**src/spirw_pkg.sv**
```systemverilog
package spirw_pkg;

    localparam int addr_width = 16;          // spi address and wishbone adr
    localparam int data_width = 8;           // byte wide data path
    localparam int ram_addr_bits = 10;       // ram decodes low bits only, 1k wrap
    localparam int led_stretch_cycles = 4096; // led on-time after last ack
    localparam int sync_stages = 2;          // input synchronizer depth

    // counter width big enough to hold led_stretch_cycles itself
    localparam int led_cnt_bits = $clog2(led_stretch_cycles + 1);

    // first byte of every transaction
    typedef enum logic [7:0] {
        cmd_write = 8'h00,                   // host -> memory
        cmd_read  = 8'h01                    // memory -> host, one dummy byte first
    } spi_cmd_e;

    // transaction phase, advanced once per received byte
    typedef enum logic [2:0] {
        st_cmd,                              // waiting for opcode
        st_addr_hi,                          // address msb
        st_addr_lo,                          // address lsb
        st_dummy,                            // read turnaround byte
        st_data,                             // streaming data bytes
        st_ignore                            // bad opcode, sit out until csn rises
    } spi_state_e;

endpackage

```
**src/activity_leds.sv**
```systemverilog
`timescale 1ns/10ps

module activity_leds (
    input  logic                              clk,
    input  logic                              rst_n,
    input  logic                              bus_ack,
    input  logic                              bus_we,
    input  logic [spirw_pkg::data_width-1:0]  bus_dat_w,
    output logic [7:0]                        led
);

    logic [1:0] lit;     // [0] read, [1] write
    logic [5:0] last_hi; // top bits of last written byte

    // one stretcher per direction, index matches we
    for (genvar i = 0; i < 2; i++) begin : g_stretch
        logic [spirw_pkg::led_cnt_bits-1:0] cnt;

        always_ff @(posedge clk) begin
            if (!rst_n) begin
                cnt <= '0;
            end else if (bus_ack && (bus_we == 1'(i))) begin
                cnt <= spirw_pkg::led_cnt_bits'(spirw_pkg::led_stretch_cycles); // retrigger
            end else if (cnt != '0) begin
                cnt <= cnt - 1'b1;
            end
        end

        assign lit[i] = (cnt != '0);
    end

    always_ff @(posedge clk) begin
        if (!rst_n) begin
            last_hi <= '0;                    // dark until first write
        end else if (bus_ack && bus_we) begin
            last_hi <= bus_dat_w[spirw_pkg::data_width-1:spirw_pkg::data_width-6];
        end
    end

    assign led = {last_hi, lit};

endmodule

```
**config.mk**
```make
export PLATFORM = sky130hd
export DESIGN_NAME = activity_leds
export DESIGN_NICKNAME = d
export VERILOG_FILES = /design/src/spirw_pkg.sv /design/src/activity_leds.sv
export SDC_FILE = /design/constraint.sdc
export NUM_CORES = 1
export LEC_CHECK = 0
export BUFFER_PORTS_ARGS = -buffer_cell sky130_fd_sc_hd__buf_2
export CAP_MARGIN = 40
export CORE_UTILIZATION = 50
export DETAILED_ROUTE_END_ITERATION = 10
export PLACE_DENSITY_LB_ADDON = 0.25
export SLEW_MARGIN = 10
export SYNTH_ARGS = -nofsm -noshare
export SYNTH_HDL_FRONTEND = slang
export SYNTH_SLANG_ARGS = --single-unit
```
**constraint.sdc**
```tcl
create_clock -name clk -period 2.37 [get_ports clk]
set_input_delay 0.237 -clock clk [delete_from_list [all_inputs] [get_ports clk]]
set_output_delay 0.237 -clock clk [all_outputs]
set_load 0.02 [all_outputs]
```
==> reports/summary.md <==
### Critical path
- 0.57 ns — largest stage delay on the critical path
- or4_4 — Critical-path top delay cell
- g_stretch[1].cnt[5]$_SDFFE_PP0P_ — critical register-to-register path endpoint
- 3 — depth of the critical timing path with buffers and inverters included
- simple AND/OR/NAND/NOR gates — kind of cell adding the most delay to the critical path
- g_stretch[1].cnt[2]$_SDFFE_PP0P_ — launching element of the worst setup path
- or4_4 -> or3_2 -> buf_2 — critical path, cell by cell
- 1.85 ns — data arrival time of the worst path
- 5 — depth of the worst register-to-register path
- output port — kind of end point of the critical path
- g_stretch[1].cnt[0]$_SDFFE_PP0P_ — Critical R2R Launch
- led[1] — worst setup path endpoint
- flip-flop to output port — Setup CP Type
- 1 — number of buffers and inverters on the critical path
- 8 — critical path peak fanout
- 0.30 ns — worst setup slack for register-to-register paths
- 2.13 ns — worst path required time
- flip-flop — CP startpoint kind

### STA
- 0 ns — Sum Neg Setup Slack
- no — RSZ-0062 raised after global routing
- 0.625 ns — Slew @ Worst Pin
- 0.159 ns — worst hold margin
- 0 — Setup violations, final
- 2.09 ns — minimum period implied by the final worst setup slack
- 0 — Slew Viols, Final
- 57.9% — worst rel slew slack
- 0.00601 ns — clock skew
- 479 MHz — highest clock rate
- 0 — number of failing hold endpoints at the final stage
- 88.0% — ratio of final minimum period to clock period

### Yosys
- 8.36 um2 — average instance area after synthesis
- 0.00160 mm2 — area of the mapped netlist
- 40.1% — area share of the leading cell type in the synthesized netlist
- 32 — flop and latch count out of synthesis
- dfxtp_1, nand2_1, a21oi_1 — synth top area cells
- dfxtp_1 — top_reg_cell synth
- 0 — number of flops mapped to enable cells by yosys
- 207 — Post-Synthesis Net Count
- 45 — Cell variety after synth
- 0 — Ys Warns
- 40.1% — sequential element share of the synthesized area
- 0% — Post-synth ARST share
- dfxtp_1 — dominant cell type by area after synthesis
- 191 — Gate Count Post-Synth

### Die
- 20 — top-level I/O count
- 58.5 um — Die Width
- 0.00305 mm2 — total core area
- 0.00342 mm2 — die area
- 58.5 um — Vert. Die Dim
- 52.3% — initial core utilization
- 20 — Placement Rows

### Layout
- 641 um2 — area used by sequential logic in the layout
- 11.1% — Area growth, synth to finish
- 298 — fill cell instance count of the final layout
- 227 — Layout Nets
- 0.00177 mm2 — final standard cell area without fillers
- 902 um2 — total area of multi-input combinational cells
- 0 — antenna diode instance count
- 253 — Final Instance Count excl. Fillers
- 17.7% — fraction of layout instances using a drive strength above 1

### GRT
- 20.9% — global-route total usage across every layer
- 0 — initial antenna violation count
- 1229 — vias in the first global route
- 5.35 mm — global-route wire length before repair
- 14 — largest net degree at the start of global routing
- 0 — final global-route overflow total

### Clock tree
- 5 — TritonCTS Buffers
- 2 — buffer depth of the longest clock path
- 0 — number of hold buffers added after cts
- clkbuf_4 — Clock Root Buffer
- 0.09 ns — CTS clock-pin slew for the worst setup and hold paths
- 0 — number of instances resized during post-cts repair
- 0 — setup bufs post-CTS
- done — CTS tree
- 0.32 ns — clk_lat worst skew
- 32 — total clock sinks
- 2 — number of levels in the clock H-tree

### Worst hold path
- input port to flip-flop — class of the tightest hold or removal check

### Placement
- 17 — number of port buffers
- 0.841 — Placer Congestion
- 0.00174 mm2 — placement-stage cell area
- 2.45 mm — placed wire-length estimate
- 248 — Cell Count Post-Placement

### Detailed routing
- 5.85 — number of vias per cell after detailed routing
- 75 — Starting DRT DRC Count
- 1481 — via count
- 0 — DRC errors left
- 3.27 mm — wire length after detailed routing
- 0 — Final ANT Viol Nets
- 4 — first drt pass iteration count
- 12.9 um — wire per inst

### Outcome
- complete, no violations — result of the run

### Flow run
- 0 — MaxCap Viol Count

### Pwr
- 1560 mW/mm2 — pwr dens
- 0.709 nW — static leakage
- 0.886 mV — Max VDD drop

[how the worst min path moves through the flow]
stage               depth (start not counted)               startpoint                       to  slack (ns)
floorplan                                   2             bus_dat_w[2]  last_hi[0]$_SDFFE_PN0P_        0.38
global placement                            2  last_hi[1]$_SDFFE_PN0P_  last_hi[1]$_SDFFE_PN0P_        0.45
detailed placement                          2  last_hi[4]$_SDFFE_PN0P_  last_hi[4]$_SDFFE_PN0P_        0.45
CTS                                         3             bus_dat_w[6]  last_hi[4]$_SDFFE_PN0P_        0.15
global route                                3             bus_dat_w[4]  last_hi[2]$_SDFFE_PN0P_        0.15
finish                                      3             bus_dat_w[6]  last_hi[4]$_SDFFE_PN0P_        0.16
[layout by cell type, fill, tap and decap left out, types with 2 or more instances in the layout]
master / netlist / final
or4_1: 6 / 6
a211oi_1: 3 / 3
nor2_1: 17 / 17
nand2_1: 23 / 23
o31ai_1: 6 / 6
nand3_1: 3 / 3
buf_4: 0 / 4
a31oi_1: 3 / 3
nor3_1: 3 / 3
ha_1: 4 / 4
clkbuf_4: 0 / 5
nand3b_1: 2 / 2
dfxtp_1: 32 / 32
nor2b_1: 2 / 2
or3_1: 6 / 6
a31o_2: 2 / 2
nor4_1: 8 / 8
or3_2: 2 / 2
a21boi_0: 8 / 8
and2_1: 2 / 2
a21oi_1: 15 / 15
buf_2: 1 / 17
nand2b_1: 3 / 3
nand4b_1: 2 / 2
o21ai_0: 4 / 4
inv_1: 6 / 6
xnor2_1: 2 / 2
[registers in the layout (all words and copies together) (netlist names)]
name	count
g_stretch.cnt	26
last_hi	6
[metrics by stage]
step / total power, mW / utilization [%] / setup WS, ns
after floorplan: 2.12 / - / 0.439
after detailed placement: 2.50 / 56.8 / 0.334
after global placement: 2.41 / 56.8 / 0.387
after CTS: 2.78 / 58.1 / 0.270
after global routing: 3.02 / 58.1 / 0.171
final: 2.77 / 58.1 / 0.284
[worst min-delay path: stages]
cell,delay [ns]
buf_2,0.10
nand2_1,0.04
a21boi_0,0.06
[Yosys cell counts (2+ instances only)]
| library cell | n |
|---|---|
| nor2_1 | 17 |
| inv_1 | 6 |
| and2_1 | 2 |
| nand3_1 | 3 |
| o21ai_0 | 4 |
| xnor2_1 | 2 |
| or4_1 | 6 |
| clkbuf_1 | 7 |
| nand4b_1 | 2 |
| a31oi_1 | 3 |
| dfxtp_1 | 32 |
| or3_2 | 2 |
| nand2_1 | 23 |
| a21oi_1 | 15 |
| a21boi_0 | 8 |
| ha_1 | 4 |
| a31o_2 | 2 |
| nand2b_1 | 3 |
| nor3_1 | 3 |
| nor2b_1 | 2 |
| o31ai_1 | 6 |
| nor4_1 | 8 |
| a211oi_1 | 3 |
| or3_1 | 6 |
| nand3b_1 | 2 |
[metal layers]
metal  share of wire, %  vias to the layer above  global-route usage, %  routed length [um]
li1                   -                      740                      -                   -
met1                 45                      697                   25.1                1470
met2                 48                       40                   34.0                1570
met3                5.8                        4                   7.25                 189
met4                1.3                        0                   8.84                  43
met5                  0                        -                      0                   0
[cell families after synthesis]
logic type | after synthesis | share of synthesized area (%)
multiplexers | 1 | 0.627
XOR/XNOR | 2 | 1.10
adder cells (fa/ha/maj) | 4 | 3.13
AO/OA/AOI/OAI | 46 | 19.1
buffers and inverters | 14 | 3.37
flip-flops | 32 | 40.1
AND/OR/NAND/NOR | 92 | 32.5
[area by class of cell]
type                            count  share of cell area, %
Sequential cell                    32                   36.1
Tap cell                           44                   3.11
Inverter                            6                   1.27
Multi-Input combinational cell    145                   50.9
Clock buffer                        5                   2.12
Timing Repair Buffer               21                   6.49
[report_power, final]
part,switching (mW),total [mW],internal (mW)
Clock,0.163,0.262,0.0990
Sequential,0.197,0.920,0.723
Combinational,0.867,1.59,0.725
Total,1.23,2.77,1.55
(Power assumes the default switching activity.)
