**src/spirw_pkg.sv**
```systemverilog
package spirw_pkg;

    localparam int addr_width = 16;          // spi address and wishbone adr
    localparam int data_width = 8;           // byte wide data path
    localparam int ram_addr_bits = 10;       // ram decodes low bits only, 1k wrap
    localparam int led_stretch_cycles = 4096; // led on-time after last ack
    localparam int sync_stages = 2;          // input synchronizer depth

    // counter width big enough to hold led_stretch_cycles itself
    localparam int led_cnt_bits = $clog2(led_stretch_cycles + 1);

    // first byte of every transaction
    typedef enum logic [7:0] {
        cmd_write = 8'h00,                   // host -> memory
        cmd_read  = 8'h01                    // memory -> host, one dummy byte first
    } spi_cmd_e;

    // transaction phase, advanced once per received byte
    typedef enum logic [2:0] {
        st_cmd,                              // waiting for opcode
        st_addr_hi,                          // address msb
        st_addr_lo,                          // address lsb
        st_dummy,                            // read turnaround byte
        st_data,                             // streaming data bytes
        st_ignore                            // bad opcode, sit out until csn rises
    } spi_state_e;

endpackage

```
**src/wb_if.sv**
```systemverilog
`timescale 1ns/10ps

// wishbone classic, single master single slave
interface wb_if;

    logic                                cyc;   // cycle in progress
    logic                                stb;   // strobe, same as cyc here
    logic                                we;    // 1 write, 0 read
    logic [spirw_pkg::addr_width-1:0]    adr;   // byte address
    logic [spirw_pkg::data_width-1:0]    dat_w; // master to slave
    logic [spirw_pkg::data_width-1:0]    dat_r; // slave to master, valid with ack
    logic                                ack;   // single cycle terminate

    modport master (
        output cyc,
        output stb,
        output we,
        output adr,
        output dat_w,
        input  dat_r,
        input  ack
    );

    modport slave (
        input  cyc,
        input  stb,
        input  we,
        input  adr,
        input  dat_w,
        output dat_r,
        output ack
    );

endinterface
```
**src/spirw_slave.sv**
```systemverilog
`timescale 1ns/10ps

module spirw_slave (
    input  logic clk,
    input  logic rst_n,
    input  logic spi_csn,
    input  logic spi_sclk,
    input  logic spi_mosi,
    output logic spi_miso,
    wb_if.master bus
);

    logic [spirw_pkg::sync_stages-1:0][2:0]      sync_q;    // {csn, sclk, mosi} per stage
    logic                                        csn_s;
    logic                                        sclk_s;
    logic                                        mosi_s;
    logic                                        sclk_d;    // previous sclk for edge detect
    logic                                        sclk_rise;
    logic                                        sclk_fall;
    logic                                        byte_done; // 8th rising edge of a byte
    logic [$clog2(spirw_pkg::data_width)-1:0]    bit_cnt;
    logic [spirw_pkg::data_width-2:0]            rx_sh;     // first 7 bits of current byte
    logic [spirw_pkg::data_width-1:0]            rx_byte;   // incl. bit on this edge
    logic [spirw_pkg::addr_width-1:0]           addr;      // auto-incrementing pointer
    logic [spirw_pkg::data_width-1:0]            tx_next;   // prefetched read byte
    logic [spirw_pkg::data_width-1:0]            tx_sh;     // miso shifter, msb out
    logic                                        is_read;
    logic                                        start_rd;
    logic                                        start_wr;
    spirw_pkg::spi_state_e                       state;
    spirw_pkg::spi_cmd_e                         cmd;

    // async pins into clk domain
    always_ff @(posedge clk) begin
        if (!rst_n) begin
            sync_q <= {spirw_pkg::sync_stages{3'b100}}; // csn idle high, sclk low
            sclk_d <= 1'b0;
        end else begin
            sync_q <= {sync_q[spirw_pkg::sync_stages-2:0], {spi_csn, spi_sclk, spi_mosi}};
            sclk_d <= sclk_s;
        end
    end

    assign csn_s  = sync_q[spirw_pkg::sync_stages-1][2];
    assign sclk_s = sync_q[spirw_pkg::sync_stages-1][1];
    assign mosi_s = sync_q[spirw_pkg::sync_stages-1][0];

    assign sclk_rise = sclk_s & ~sclk_d;
    assign sclk_fall = ~sclk_s & sclk_d;
    assign byte_done = sclk_rise & (&bit_cnt) & ~csn_s;
    assign rx_byte   = {rx_sh, mosi_s}; // mode 0, sample on rise

    assign is_read  = (cmd == spirw_pkg::cmd_read);
    // read slot opens after dummy and after each data byte
    assign start_rd = byte_done & ((state == spirw_pkg::st_dummy) ||
                                   (state == spirw_pkg::st_data && is_read));
    assign start_wr = byte_done & (state == spirw_pkg::st_data) & ~is_read;

    // phase FSM and wishbone handshake
    always_ff @(posedge clk) begin
        if (!rst_n) begin
            bit_cnt <= '0;
            state   <= spirw_pkg::st_cmd;
            cmd     <= spirw_pkg::cmd_write;
            bus.cyc <= 1'b0;
            bus.stb <= 1'b0;
        end else begin
            if (csn_s) begin
                bit_cnt <= '0;                // drop partial byte
                state   <= spirw_pkg::st_cmd;
            end else if (sclk_rise) begin
                bit_cnt <= bit_cnt + 1'b1;    // wraps to 0 after 8th bit
                if (byte_done) begin
                    case (state)
                        spirw_pkg::st_cmd: begin
                            case (rx_byte)
                                spirw_pkg::cmd_write,
                                spirw_pkg::cmd_read: begin
                                    cmd   <= spirw_pkg::spi_cmd_e'(rx_byte);
                                    state <= spirw_pkg::st_addr_hi;
                                end
                                default: begin
                                    state <= spirw_pkg::st_ignore; // unknown opcode
                                end
                            endcase
                        end
                        spirw_pkg::st_addr_hi: begin
                            state <= spirw_pkg::st_addr_lo;
                        end
                        spirw_pkg::st_addr_lo: begin
                            state <= is_read ? spirw_pkg::st_dummy : spirw_pkg::st_data;
                        end
                        spirw_pkg::st_dummy: begin
                            state <= spirw_pkg::st_data;
                        end
                        default: begin
                            state <= state; // data and ignore hold until csn
                        end
                    endcase
                end
            end
            // drop in the cycle after ack, new cycle only when idle
            if (bus.cyc && bus.ack) begin
                bus.cyc <= 1'b0;
                bus.stb <= 1'b0;
            end else if (start_rd || start_wr) begin
                bus.cyc <= 1'b1;
                bus.stb <= 1'b1;
            end
        end
    end

    // datapath regs
    always_ff @(posedge clk) begin
        if (sclk_rise) begin
            rx_sh <= rx_byte[spirw_pkg::data_width-2:0];
        end
        if (byte_done && state == spirw_pkg::st_addr_hi) begin
            addr[spirw_pkg::addr_width-1:8] <= rx_byte;
        end
        if (byte_done && state == spirw_pkg::st_addr_lo) begin
            addr[7:0] <= rx_byte;
        end
        if (start_rd || start_wr) begin
            bus.we    <= start_wr;
            bus.dat_w <= rx_byte;             // don't care on reads
        end
        if (bus.cyc && bus.ack) begin
            addr <= addr + 1'b1;              // step after every byte
            if (!bus.we) begin
                tx_next <= bus.dat_r;
            end
        end
    end

    assign bus.adr = addr; // stable, only steps on ack

    // miso shifter, moves on falling edges only
    always_ff @(posedge clk) begin
        if (!rst_n || csn_s) begin
            tx_sh <= '0;                      // miso low outside read data
        end else if (sclk_fall && state == spirw_pkg::st_data && is_read) begin
            if (bit_cnt == '0) begin
                tx_sh <= tx_next;             // byte boundary, msb goes out
            end else begin
                tx_sh <= {tx_sh[spirw_pkg::data_width-2:0], 1'b0};
            end
        end
    end

    assign spi_miso = tx_sh[spirw_pkg::data_width-1];

endmodule

```
**src/flat_wrapper.sv**
```systemverilog
// flat-port wrapper written by rule: the top's interface ports become plain ports
module spirw_slave_flat 
  (clk, rst_n, spi_csn, spi_sclk, spi_mosi, spi_miso, bus_cyc, bus_stb, bus_we, bus_adr, bus_dat_w, bus_dat_r, bus_ack);
  wb_if bus_i ();
  input  logic clk;
  input  logic rst_n;
  input  logic spi_csn;
  input  logic spi_sclk;
  input  logic spi_mosi;
  output logic spi_miso;
  output wire logic [$bits(bus_i.cyc)-1:0] bus_cyc;
  output wire logic [$bits(bus_i.stb)-1:0] bus_stb;
  output wire logic [$bits(bus_i.we)-1:0] bus_we;
  output wire logic [$bits(bus_i.adr)-1:0] bus_adr;
  output wire logic [$bits(bus_i.dat_w)-1:0] bus_dat_w;
  input wire logic [$bits(bus_i.dat_r)-1:0] bus_dat_r;
  input wire logic [$bits(bus_i.ack)-1:0] bus_ack;
  assign bus_cyc = bus_i.cyc;
  assign bus_stb = bus_i.stb;
  assign bus_we = bus_i.we;
  assign bus_adr = bus_i.adr;
  assign bus_dat_w = bus_i.dat_w;
  assign bus_i.dat_r = bus_dat_r;
  assign bus_i.ack = bus_ack;
  spirw_slave u_core (.clk(clk), .rst_n(rst_n), .spi_csn(spi_csn), .spi_sclk(spi_sclk), .spi_mosi(spi_mosi), .spi_miso(spi_miso), .bus(bus_i));
endmodule
```
**config.mk**
```make
export PLATFORM = sky130hd
export DESIGN_NAME = spirw_slave_flat
export DESIGN_NICKNAME = d
export VERILOG_FILES = /design/src/spirw_pkg.sv /design/src/wb_if.sv /design/src/spirw_slave.sv /design/src/flat_wrapper.sv
export SDC_FILE = /design/constraint.sdc
export NUM_CORES = 1
export LEC_CHECK = 0
export BUFFER_PORTS_ARGS = -buffer_cell sky130_fd_sc_hd__buf_2
export CAP_MARGIN = 15
export CORE_MARGIN = 1
export CORE_UTILIZATION = 30
export DETAILED_ROUTE_END_ITERATION = 6
export GPL_TIMING_DRIVEN = 1
export HOLD_SLACK_MARGIN = 0.12
export PLACE_DENSITY_LB_ADDON = 0.1
export SLEW_MARGIN = 15
export SYNTH_ARGS = -nofsm -noshare
export SYNTH_HDL_FRONTEND = slang
export SYNTH_SLANG_ARGS = --single-unit
```
**constraint.sdc**
```tcl
create_clock -name clk -period 2.1 [get_ports clk]
set_input_delay 0.105 -clock clk [delete_from_list [all_inputs] [get_ports clk]]
set_output_delay 0.105 -clock clk [all_outputs]
set_load 0.005 [all_outputs]
```
==> results by group <==
Outcome
  – Outcome: finished, final reports clean

Floorplanning
  – IO Count: 42
  – Starting density of the core: between 30% and 40%
  – Cell Rows: 35
  – Die height: approximately 100 um
  – Die area: around 0.0099 mm2
  – Core area: between 0.009 and 0.01 mm2
  – Die width: about 99 um

Power
  – Net Switching: ~0.00057 W
  – Sw Ratio: ~23%
  – Int Pwr: around 0.0019 W
  – Sequential share of power: 58.7%
  – Gate power share: 2.6%
  – VDD IR max: between 0.2 and 0.3 mV
  – Leakage: approximately 1.3 nW
  – Clock Power Share: about two fifths
  – Pwr dens: roughly 700 mW/mm2

Final layout
  – Final Core Density: between 30% and 40%
  – N_diodes: 0
  – P&R area growth vs syn: 24.6%
  – Share of layout cells above drive strength 1: between 20% and 30%
  – Most frequent cells in the layout: buf_2, edfxtp_1, nor2_1, dfxtp_1, a21oi_1
  – Final Cell Area: ~0.0035 mm2
  – Most common cell after layout, fill and taps aside: buf_2
  – Nets@finish: between 300 and 400

Clocking
  – Root buffer cell: clkbuf_8
  – Clock Sinks: 70
  – Clock insertion delay at the later pin of the skew report: 0.35 ns
  – H-tree levels: 3
  – Worst-path clk slew: 0.08 ns
  – CTS Buf Count: 9
  – CTS tree: yes
  – Clock Tree Buf Depth: 2

Drt
  – Total number of vias: between 1.5k and 2k
  – Iter 0 DRT Violations: 43
  – DRT Wirelength: around 5.7 mm
  – DR pass1 iterations: 4
  – Drt wl/cell: around 13 um
  – DRC viols: 0
  – Antenna-violating nets left: 0
  – Via density per instance: around 4.6

Synth
  – Simple-Gate Fraction of Synth Area: between 10% and 20%
  – Mapped Cells: between 200 and 250
  – Mux share of post-synthesis cell area: roughly 3.2%
  – Number of flops mapped to enable cells by yosys: 40
  – Most used flip-flop cell after synthesis: edfxtp_1
  – Post-synthesis adder-cell area fraction: between 1.5 and 2%
  – Synth async-reset ratio: 0%
  – Xor/xnor share of the synthesized area: under 10%
  – Avg Inst Size Synth: roughly 12 um2
  – Largest family of logic cells by synthesized area: simple AND/OR/NAND/NOR gates
  – Mapped Area: between 0.002 and 0.003 mm2
  – Yosys warning count: 0
  – Yosys cell types: 34
  – Number of synthesized register bits: 70
  – Compound-gate portion of the synthesized area: 7.16%
  – Synthesized Nets: 258
  – Seq/Total Area, Yosys: a little over three fifths

GRT
  – Met2 Use GR: 18.8%
  – First-pass GRT wire length: between 9 and 10 mm
  – Vias in the first global route: 1,854
  – GRT overflow: 0
  – Met1 Use GR: between 10% and 20%
  – Top Usage Layer GRT: met2
  – Antenna violations before repair: 0
  – M3 GR Usage: around 3.3%
  – Maximum number of pins on one net before global-route repair: 17
  – Tot GR Track Use: 12.7%

STA
  – Worst Skew: around 0.0096 ns
  – Hold Slack: about 0.35 ns
  – Final Max Tran Viols: 0
  – Tcrit/Tclk final: between 80% and 90%
  – Total negative slack: 0 ns
  – Slew margin rel.: roughly two fifths
  – Pin slew with the least headroom to its limit: between 0.8 and 0.9 ns
  – Final Hold Viols: 0
  – Final min period: between 1.5 and 2 ns
  – # setup viols final: 0
  – Fmax: between 500 and 600 MHz
  – RSZ-0062 raised after global routing: false

Job
  – Max Cap Viol: 0

Place
  – GPL Wtd Cong: 0.757
  – Port Buf Inserts: between 40 and 50
  – Post-DP Area: roughly 0.0032 mm2
  – Hpwl dp: approximately 4 mm

Setup path
  – Slowest CP cell: dfxtp_1
  – Largest stage delay on the critical path: around 0.39 ns
  – CP Capture Type: flip-flop
  – Worst path cell trace: ha_1, ha_1, nand4bb_1, buf_4, nand2b_1, o21ai_0, buf_4
  – Startpoint Class: flip-flop
  – Critical path class: flip-flop to flip-flop
  – Critical path required time: 2.16 ns
  – Worst-path fanout max: 8
  – R2r setup slk: 0.27 ns
  – Crit path buffers/inverters: 2
  – Crit path max-delay family: flip-flops
  – Worst Path Arrival: 1.90 ns

Worst hold path
  – Hold/Removal Path Class: input port to flip-flop
## tightest hold or removal path, delay by kind of cell
kind,cells,cell delay [ns]
buffers and inverters,1,0.09
AO/OA/AOI/OAI,1,0.21
AND/OR/NAND/NOR,1,0.19
## cells in the mapped netlist, types with 4 or more instances
library cell | instances | area share [%]
nand2_1 | 12 | 1.6
inv_1 | 8 | 1.1
nor3_1 | 8 | 1.4
nor2_1 | 30 | 4.0
nand3b_1 | 4 | 1.1
clkbuf_1 | 5 | 0.66
xnor2_1 | 13 | 4.0
nor4_1 | 4 | 0.88
dfxtp_1 | 30 | 21
a211oi_1 | 6 | 1.6
o21ai_0 | 4 | 0.70
nand2b_1 | 7 | 1.5
nand3_1 | 6 | 1.1
ha_1 | 4 | 1.8
edfxtp_1 | 40 | 42
and2_1 | 13 | 2.9
a21oi_1 | 18 | 3.2
mux2i_1 | 9 | 3.2
## final timing paths
check / startpoint / to / cells past startpoint
min: bus_ack / u_core.bus.adr[9] / 3
max: u_core.bit_cnt[0] / u_core.bus.adr[7] / 7
min reg2reg: u_core.sync_q[2] / u_core.csn_s / 1
max reg2reg: u_core.bit_cnt[0] / u_core.bus.adr[7] / 7
## metrics by stage
step | power [W] | setup WS [ns] | std cells
3_5_place_dp | 0.00154 | 0.250 | 394
5_1_grt | 0.00260 | 0.0876 | 425
6_report | 0.00249 | 0.265 | 425
2_1_floorplan | 0.00152 | 0.0849 | 240
4_1_cts | 0.00254 | 0.213 | 425
3_3_place_gp | 0.00154 | 0.255 | 394
## cell families (layout without fill, tap and decap cells)
| family | Yosys count | in the layout |
|---|---|---|
| AO/OA/AOI/OAI | 33 | 33 |
| flip-flops | 70 | 70 |
| XOR/XNOR | 13 | 13 |
| adder cells (fa/ha/maj) | 4 | 4 |
| buffers and inverters | 16 | 90 |
| AND/OR/NAND/NOR | 95 | 95 |
| multiplexers | 9 | 9 |
## per-layer routing
layer / vias up / share of wire (%) / wire length, um
li1: 994 / - / -
met1: 908 / 48 / 2700
met2: 43 / 45 / 2560
met3: 11 / 4.9 / 280
met4: 0 / 2.5 / 142
met5: - / 0 / 0
## repair_timing
item / in CTS / in global routing
endpoints found under the setup margin: 0 / 8
buffers inserted: 0 / 0
gates resized for setup: 0 / 1
hold buffers: 15 / 0
hold endpoints to repair: 17 / 0
## power groups by stage
| stage | Clock, W | Combinational [W] | Sequential (W) |
|---|---|---|---|
| final | 0.000964 | 0.0000653 | 0.00146 |
| after CTS | 0.00101 | 0.0000665 | 0.00146 |
| after global routing | 0.00107 | 0.0000721 | 0.00147 |
| after detailed placement | 0 | 0.0000451 | 0.00150 |
| after global placement | 0 | 0.0000447 | 0.00150 |
| after floorplan | 0 | 0.0000245 | 0.00149 |
## area by class of cell
type                       instances  area, um2
inverter                           8       30.0
timing repair buffer              66        430
sequential                        70       1800
clock buffer                       9        124
fill                             913       5650
multi-input combinational        154        976
tap                              111        139
clock inverter                     7       48.8
## sequential cells by signal, indices dropped and copies added (netlist names)
register and count:
u_core.bit_cnt 3, u_core.bus.adr 16, u_core.bus.cyc 1, u_core.bus.dat_w 8
u_core.bus.we 1, u_core.cmd 8, u_core.csn_s 1, u_core.mosi_s 1
u_core.rx_sh 7, u_core.sclk_d 1, u_core.sclk_s 1, u_core.state 3
u_core.sync_q 3, u_core.tx_next 8, u_core.tx_sh 8
No activity file was read; power rests on OpenSTA's default activity.
